<file path="src/include/periph_consts.svh">
`ifndef PERIPH_CONSTS_SVH
`define PERIPH_CONSTS_SVH

// number of interval timers in the block
`define PERIPH_NUM_TIMERS 2

// bus address width
`define PERIPH_ADDR_W 4

// address map
// 0..3 timer 0, 4..7 timer 1, 8 irq status, 9..15 unmapped
`define TIMER0_BASE 4'h0
`define TIMER1_BASE 4'h4
`define IRQ_STATUS_ADDR 4'h8

// timer latch value out of reset
`define LATCH_RESET 16'hffff

`endif

</file>
<file path="src/periph_pkg.sv">
`include "periph_consts.svh"

package periph_pkg;

    // one bus byte
    typedef logic [7:0] data_t;

    // latch and counter width
    typedef logic [15:0] count_t;

    // register index inside one timer
    typedef logic [1:0] reg_sel_t;

    // one bit per timer
    typedef logic [`PERIPH_NUM_TIMERS-1:0] irq_vec_t;

    // register access to one block, decoded from the bus
    typedef struct packed {
        logic     wr;
        logic     rd;
        reg_sel_t sel;
        data_t    wdata;
    } reg_acc_t;

    // timer FSM
    // T_DONE is only reached in one-shot mode
    typedef enum logic [1:0] {
        T_IDLE,
        T_RUN,
        T_DONE
    } timer_state_t;

endpackage

</file>
<file path="src/bus_ctrl.sv">
`timescale 1ns/10ps

`include "periph_consts.svh"

module bus_ctrl import periph_pkg::*; (
    input  logic                      clk,
    input  logic                      i_cs,
    input  logic                      i_rwb,
    input  logic [`PERIPH_ADDR_W-1:0] i_addr,
    input  data_t                     i_data,
    input  data_t                     i_timer_rdata [`PERIPH_NUM_TIMERS],
    input  data_t                     i_irq_status,
    output reg_acc_t                  o_timer_acc [`PERIPH_NUM_TIMERS],
    output logic                      o_irq_rd,
    output data_t                     o_data
);

    // each timer occupies four consecutive addresses
    localparam logic [`PERIPH_ADDR_W-1:0] TIMER_BASE [`PERIPH_NUM_TIMERS] = '{
        `TIMER0_BASE,
        `TIMER1_BASE
    };

    logic                          bus_wr;
    logic                          bus_rd;
    logic [`PERIPH_NUM_TIMERS-1:0] timer_hit;
    logic                          irq_hit;
    logic [`PERIPH_NUM_TIMERS:0]   target_strobe;

    assign bus_wr = i_cs & ~i_rwb;
    assign bus_rd = i_cs & i_rwb;

    // match on the upper address bits, the low two pick the register
    always_comb begin
        for (int i = 0; i < `PERIPH_NUM_TIMERS; i++) begin
            timer_hit[i] = (i_addr[`PERIPH_ADDR_W-1:2] == TIMER_BASE[i][`PERIPH_ADDR_W-1:2]);
        end
    end

    assign irq_hit = (i_addr == `IRQ_STATUS_ADDR);

    genvar g;
    generate
        for (g = 0; g < `PERIPH_NUM_TIMERS; g++) begin : g_acc
            assign o_timer_acc[g].wr    = bus_wr & timer_hit[g];
            assign o_timer_acc[g].rd    = bus_rd & timer_hit[g];
            assign o_timer_acc[g].sel   = reg_sel_t'(i_addr[1:0]);
            assign o_timer_acc[g].wdata = i_data;

            assign target_strobe[g] = o_timer_acc[g].wr | o_timer_acc[g].rd;
        end
    endgenerate

    // status register is read only, writes there are dropped
    assign o_irq_rd = bus_rd & irq_hit;
    assign target_strobe[`PERIPH_NUM_TIMERS] = o_irq_rd;

    // read data follows the address with no register stage
    // unmapped addresses fall through to zero
    always_comb begin
        o_data = '0;
        for (int i = 0; i < `PERIPH_NUM_TIMERS; i++) begin
            if (timer_hit[i]) begin
                o_data = i_timer_rdata[i];
            end
        end
        if (irq_hit) begin
            o_data = i_irq_status;
        end
    end

    // the base addresses must never overlap
    a_one_target: assert property (@(posedge clk) $onehot0(target_strobe))
        else $error("bus_ctrl: more than one target strobed, addr %h", i_addr);

endmodule

</file>
<file path="src/timer_prescaler.sv">
`timescale 1ns/10ps

module timer_prescaler import periph_pkg::*; (
    input  logic  clk,
    input  logic  reset,
    input  logic  i_run,
    input  logic  i_restart,
    input  data_t i_divisor,
    output logic  o_tick
);

    count_t pulse_cnt;

    // tick once the upper byte reaches the divisor,
    // so one tick every divisor*256+1 running cycles
    assign o_tick = i_run & (pulse_cnt[15:8] == i_divisor);

    always_ff @(posedge clk) begin
        if (reset) begin
            pulse_cnt <= '0;
        end else if (i_restart) begin
            pulse_cnt <= '0;
        end else if (i_run) begin
            if (o_tick) begin
                pulse_cnt <= '0;
            end else begin
                pulse_cnt <= pulse_cnt + 16'd1;
            end
        end
        // frozen while not running
    end

endmodule

</file>
<file path="src/timer.sv">
`timescale 1ns/10ps

`include "periph_consts.svh"

module timer import periph_pkg::*; (
    input  logic     clk,
    input  logic     reset,
    input  reg_acc_t i_acc,
    output data_t    o_rdata,
    output logic     o_expire
);

    /*
    sel   read           write
    0     counter low    latch low, starts the timer
    1     counter high   latch high
    2     divisor        divisor
    3     status         control
    */

    count_t       latch;
    count_t       counter;
    data_t        divisor;
    data_t        control;
    timer_state_t state;
    timer_state_t state_next;

    logic start;
    logic tick;
    logic hit;
    logic hit_q;
    logic irq_en;
    logic one_shot;

    // control bit 0 enables the interrupt, bit 1 selects one-shot
    assign irq_en   = control[0];
    assign one_shot = control[1];

    assign start = i_acc.wr & (i_acc.sel == 2'd0);

    // hit_q keeps a zero latch in repeat mode from expiring on back to back cycles
    assign hit = (state == T_RUN) & (counter == latch) & ~hit_q;

    assign o_expire = hit & irq_en;

    timer_prescaler u_prescaler (
        .clk       (clk),
        .reset     (reset),
        .i_run     (state == T_RUN),
        .i_restart (start),
        .i_divisor (divisor),
        .o_tick    (tick)
    );

    always_comb begin
        state_next = state;
        case (state)
            T_RUN: begin
                if (hit && one_shot) begin
                    state_next = T_DONE;
                end
            end
            default: begin
            end
        endcase
        // a start from any state runs again
        if (start) begin
            state_next = T_RUN;
        end
    end

    always_ff @(posedge clk) begin
        if (reset) begin
            state   <= T_IDLE;
            hit_q   <= 1'b0;
            counter <= '0;
            latch   <= `LATCH_RESET;
            divisor <= '0;
            control <= '0;
        end else begin
            state <= state_next;
            hit_q <= hit;

            if (start) begin
                counter <= '0;
            end else if (hit) begin
                // one-shot holds the latch value in the counter
                if (!one_shot) begin
                    counter <= '0;
                end
            end else if ((state == T_RUN) && tick && (counter != latch)) begin
                counter <= counter + 16'd1;
            end

            if (i_acc.wr) begin
                case (i_acc.sel)
                    2'd0: latch[7:0]  <= i_acc.wdata;
                    2'd1: latch[15:8] <= i_acc.wdata;
                    2'd2: divisor     <= i_acc.wdata;
                    2'd3: control     <= i_acc.wdata;
                endcase
            end
        end
    end

    always_comb begin
        case (i_acc.sel)
            2'd0: o_rdata = counter[7:0];
            2'd1: o_rdata = counter[15:8];
            2'd2: o_rdata = divisor;
            default: o_rdata = {7'd0, state == T_RUN};
        endcase
    end

    a_expire_pulse: assert property (@(posedge clk) disable iff (reset)
        o_expire |=> !o_expire)
        else $error("timer: expiry held high for two cycles");

endmodule

</file>
<file path="src/irq_ctrl.sv">
`timescale 1ns/10ps

module irq_ctrl import periph_pkg::*; (
    input  logic     clk,
    input  logic     reset,
    input  irq_vec_t i_expire,
    input  logic     i_status_rd,
    output data_t    o_status,
    output logic     o_irqb
);

    irq_vec_t pending;
    irq_vec_t pending_next;
    logic     irqb_q;

    // a status read clears at the end of the cycle,
    // an expiry in that same cycle still lands
    always_comb begin
        pending_next = pending;
        if (i_status_rd) begin
            pending_next = '0;
        end
        pending_next = pending_next | i_expire;
    end

    always_ff @(posedge clk) begin
        if (reset) begin
            pending <= '0;
            irqb_q  <= 1'b1;
        end else begin
            pending <= pending_next;
            // active low, any pending bit pulls it down
            irqb_q  <= ~|pending_next;
        end
    end

    assign o_status = data_t'(pending);
    assign o_irqb   = irqb_q;

    a_irqb_match: assert property (@(posedge clk) disable iff (reset)
        o_irqb == ~|pending)
        else $error("irq_ctrl: o_irqb %b disagrees with pending %b", o_irqb, pending);

endmodule

</file>
<file path="src/periph_top.sv">
`timescale 1ns/10ps

`include "periph_consts.svh"

module periph_top import periph_pkg::*; (
    input  logic                      clk,
    input  logic                      reset,
    input  logic                      i_cs,
    input  logic                      i_rwb,
    input  logic [`PERIPH_ADDR_W-1:0] i_addr,
    input  data_t                     i_data,
    output data_t                     o_data,
    output logic                      o_irqb
);

    reg_acc_t timer_acc   [`PERIPH_NUM_TIMERS];
    data_t    timer_rdata [`PERIPH_NUM_TIMERS];
    irq_vec_t timer_expire;
    logic     irq_rd;
    data_t    irq_status;

    bus_ctrl u_bus_ctrl (
        .clk           (clk),
        .i_cs          (i_cs),
        .i_rwb         (i_rwb),
        .i_addr        (i_addr),
        .i_data        (i_data),
        .i_timer_rdata (timer_rdata),
        .i_irq_status  (irq_status),
        .o_timer_acc   (timer_acc),
        .o_irq_rd      (irq_rd),
        .o_data        (o_data)
    );

    // one timer per interrupt bit
    genvar g;
    generate
        for (g = 0; g < `PERIPH_NUM_TIMERS; g++) begin : g_timer
            timer u_timer (
                .clk      (clk),
                .reset    (reset),
                .i_acc    (timer_acc[g]),
                .o_rdata  (timer_rdata[g]),
                .o_expire (timer_expire[g])
            );
        end
    endgenerate

    irq_ctrl u_irq_ctrl (
        .clk         (clk),
        .reset       (reset),
        .i_expire    (timer_expire),
        .i_status_rd (irq_rd),
        .o_status    (irq_status),
        .o_irqb      (o_irqb)
    );

endmodule

</file>
<file path="config.mk">
export PLATFORM = sky130hd
export DESIGN_NAME = periph_top
export DESIGN_NICKNAME = d
export VERILOG_FILES = /design/src/periph_pkg.sv /design/src/bus_ctrl.sv /design/src/timer_prescaler.sv /design/src/timer.sv /design/src/irq_ctrl.sv /design/src/periph_top.sv
export VERILOG_INCLUDE_DIRS = /design/src /design/src/include
export SDC_FILE = /design/constraint.sdc
export NUM_CORES = 1
export LEC_CHECK = 0
export BUFFER_PORTS_ARGS = -buffer_cell sky130_fd_sc_hd__buf_2
export CORE_ASPECT_RATIO = 1.5
export CORE_UTILIZATION = 34
export DETAILED_ROUTE_END_ITERATION = 8
export MAX_ROUTING_LAYER = met4
export PLACE_DENSITY = 0.58
export SLEW_MARGIN = 10
export SYNTH_ARGS = -nofsm -noshare
export SYNTH_HDL_FRONTEND = slang
export SYNTH_SLANG_ARGS = --single-unit
</file>
<file path="constraint.sdc">
create_clock -name clk -period 3.1 [get_ports clk]
set_input_delay 0.31 -clock clk [delete_from_list [all_inputs] [get_ports clk]]
set_output_delay 0.31 -clock clk [all_outputs]
set_load 0.03 [all_outputs]
</file>
==> qor.csv <==
metric;value;unit
status;completed;
RSZ-0062 raised after global routing;false;
Detail Placement HPWL;13.4;mm
number of buffers on the longest clock path;2;
Slew Limit Fails;0;
Total GRT Usage;20.2;%
initial core utilization;34.8;%
TritonCTS clock tree;yes;
Worst path max stage delay;0.48;ns
Post-Syn Nets;785;
WS Path Type;flop to flop;
top post-synthesis cells by area;dfxtp_1 39%, xor2_1 7.7%, nand2_1 6.1%, mux2i_1 5.0%, nor2_1 4.7%;
clk_lat worst skew;0.42;ns
final setup fails;0;
Period Utilization, post-route;81.6;%
Worst EP arrival;2.83;ns
Pint;3.03;mW
f_max;395;MHz
WHS;0.263;ns
Post-CTS Resized;0;
min Tclk post-route;2.53;ns
syn_area_per_cell;8.43;um^2
largest net degree at the start of global routing;30;
initial DRC count;414;
EDFF count, synth;0;
Post-Syn Instances;765;
Rows;61;
Buffers on Ports;24;
wire per inst;17.5;um
post-route core utilization;40.1;%
Layout area overhead;15.3;%
FF+latch count, synth;125;
Critical Path RT;3.40;ns
clock transition at the registers of the reported paths;0.06;ns
post-route cell area;7430;um^2
placed cell areas;6810;um^2
VDD IR max;0.000350;V
CTS H-tree lvls;4;
Net Sw Frac;23.0;%
Tot Pwr;3.93;mW
post-synthesis sequential area ratio;38.8;%
setup TNS;0;ns
Setup Buffers After CTS;0;
worst relative slew slack;47.8;%
cts hold-fix bufs;0;
CP endpoint kind;flop;
synth unique cells;59;
die width;114;um
WL final;18.3;mm
Inserted Clock Buffers;17;
via count;5491;
Overflow after GRT;0;
Post-route DRC;0;
fin cells;1048;
core area;18500;um^2
Final Skew;0.00764;ns
Max-Cap Viols;0;
antenna cells;0;
Async SR Flop Fraction;0;%
final net count;803;
top_reg_cell synth;dfxtp_1;
synthesized area;6450;um^2
number of fill cells;1901;
Worst setup SP type;flop;
vias in the first global route;5330;
initial antenna violation count;0;
layout cell share with drive strength beyond 1;10.6;%
Clock power frac;53.6;%
CP max FO;16;
worst setup margin;0.570;ns
dominant cell type by area after synthesis;dfxtp_1;
Worst-Margin Slew;0.772;ns
Place WS;0.602;ns
Slowest cell on crit path;dfxtp_1;
Yosys Warn Count;0;
Die Y;171;um
first-pass GRT wire length;29.0;mm
power per cell area;529;nW/um^2
leakage;2.93;nW
Die Area;19500;um^2
dpl cells;1016;
critical path cell sequence;xor2_1, nor4_2, and4_1, nand2_2, o211a_1, a221o_1;
Hold Crit Class;input pin to flop;
top-area cell type share of the netlist area;38.8;%
power share of the sequential group;41.8;%
Comb pwr share;4.6;%
clock root cell;clkbuf_16;
NetSw;0.907;mW
final antenna-violating net count;0;
Final Hold Vio Count;0;
TritonRoute pass-1 iters;5;
GPL Wtd Cong;0.921;
# IOs;25;
via/cell ratio;5.24;
sinks on the clock net;125;
==> power groups by stage <==
stage	sequential (mW)	clock, mW	combinational [mW]
after floorplan	1.67	0	0.121
after CTS	1.64	2.14	0.181
after detailed placement	1.68	0	0.180
after global placement	1.68	0	0.179
after global routing	1.64	2.23	0.195
final	1.64	2.11	0.181
==> cell type report <==
cell class | instances | area, um^2 | area share [%]
Multi-Input combinational cell | 583 | 3690 | 49.7
Sequential cell | 125 | 2500 | 33.7
Clock buffer | 18 | 429 | 5.77
Tap cell | 252 | 315 | 4.24
Timing Repair Buffer | 40 | 240 | 3.23
Clock inverter | 14 | 193 | 2.59
Inverter | 16 | 60.1 | 0.808
==> layer usage <==
| layer | GRT usage (%) | routed length [um] | part of all wire, % | up-vias |
|---|---|---|---|---|
| met3 | 3.22 | 510 | 2.8 | 46 |
| met4 | 11.1 | 833 | 4.6 | 0 |
| li1 | - | - | - | 2723 |
| met5 | - | 0 | 0 | - |
| met2 | 35.7 | 9570 | 52 | 117 |
| met1 | 21.4 | 7400 | 40 | 2605 |
==> registers in the layout, summed over array words and instances, names as in the netlist <==
name                                   cells
g_timer.u_timer.state                      4
g_timer.u_timer.hit_q                      2
u_irq_ctrl.o_irqb                          1
g_timer.u_timer.counter                   32
g_timer.u_timer.latch                     32
g_timer.u_timer.control                    4
g_timer.u_timer.u_prescaler.pulse_cnt     32
g_timer.u_timer.divisor                   16
u_irq_ctrl.pending                         2
==> critical path, delay by kind of cell, from the launching register on <==
kind	cells	cell delay, ns
xor+xnor	1	0.12
simple gates	3	1.02
compound gates	2	0.78
flops	1	0.48
==> cell families (layout without fill, tap and decap cells) <==
logic type | Yosys count | after routing | synth area share, %
flops | 125 | 125 | 38.8
xor+xnor | 76 | 76 | 10.3
compound gates | 106 | 106 | 10.8
simple gates | 362 | 362 | 29.6
mux | 35 | 35 | 5.84
buf+inv | 57 | 88 | 3.88
fa+ha+maj | 4 | 4 | 0.776
==> cells in the final DEF, fill, tap and decap left out, types with 4 or more instances in the layout <==
cell type,n
o21ai_1,6
nand3b_1,33
nand2_1,105
a211oi_1,22
xor2_1,57
buf_4,16
ha_1,4
nand2b_1,7
inv_1,16
nand4_1,27
o21a_1,4
mux2i_1,32
and4_1,12
nor4_2,4
buf_2,24
nand3_1,19
nor2_1,81
nor3_1,7
a21oi_1,32
and2_1,10
or3_1,9
and3_1,13
o211ai_1,8
bufinv_16,4
clkbuf_16,17
o21ai_0,13
nor2b_1,10
xnor2_1,19
nor4_1,9
dfxtp_1,125
==> final timing paths <==
path                            slack [ns]                                    endpoint                                        from  depth (start not counted)
worst min register to register        0.48    g_timer[0].u_timer.latch[3]$_SDFFE_PP1P_    g_timer[0].u_timer.latch[3]$_SDFFE_PP1P_                          2
worst max register to register        0.57  g_timer[1].u_timer.counter[6]$_SDFFE_PP0P_  g_timer[1].u_timer.counter[8]$_SDFFE_PP0P_                          6
worst max-delay path                  0.57  g_timer[1].u_timer.counter[6]$_SDFFE_PP0P_  g_timer[1].u_timer.counter[8]$_SDFFE_PP0P_                          6
worst min-delay path                  0.26   g_timer[0].u_timer.latch[14]$_SDFFE_PP1P_                                   i_data[6]                          3
==> synthesized netlist by cell type, types with 3 or more instances <==
library cell	number
or3_1	9
nand2_1	105
o21a_1	4
nor3_1	7
nand2b_1	7
and2_1	10
buf_2	14
or4_1	3
o21ai_1	6
nand4_1	27
o211ai_1	8
nand3b_1	33
inv_1	16
nor2b_1	10
a31oi_1	3
xnor2_1	19
and4_1	12
nor4_2	4
nor4_1	9
ha_1	4
a221o_1	3
dfxtp_1	125
and3_1	13
xor2_1	57
mux2i_1	32
a21oi_1	32
a211oi_1	22
nor2_1	81
nand3_1	19
o21ai_0	13
a22o_1	3
clkbuf_1	23
Note: power is estimated with default switching activity, not from simulation.
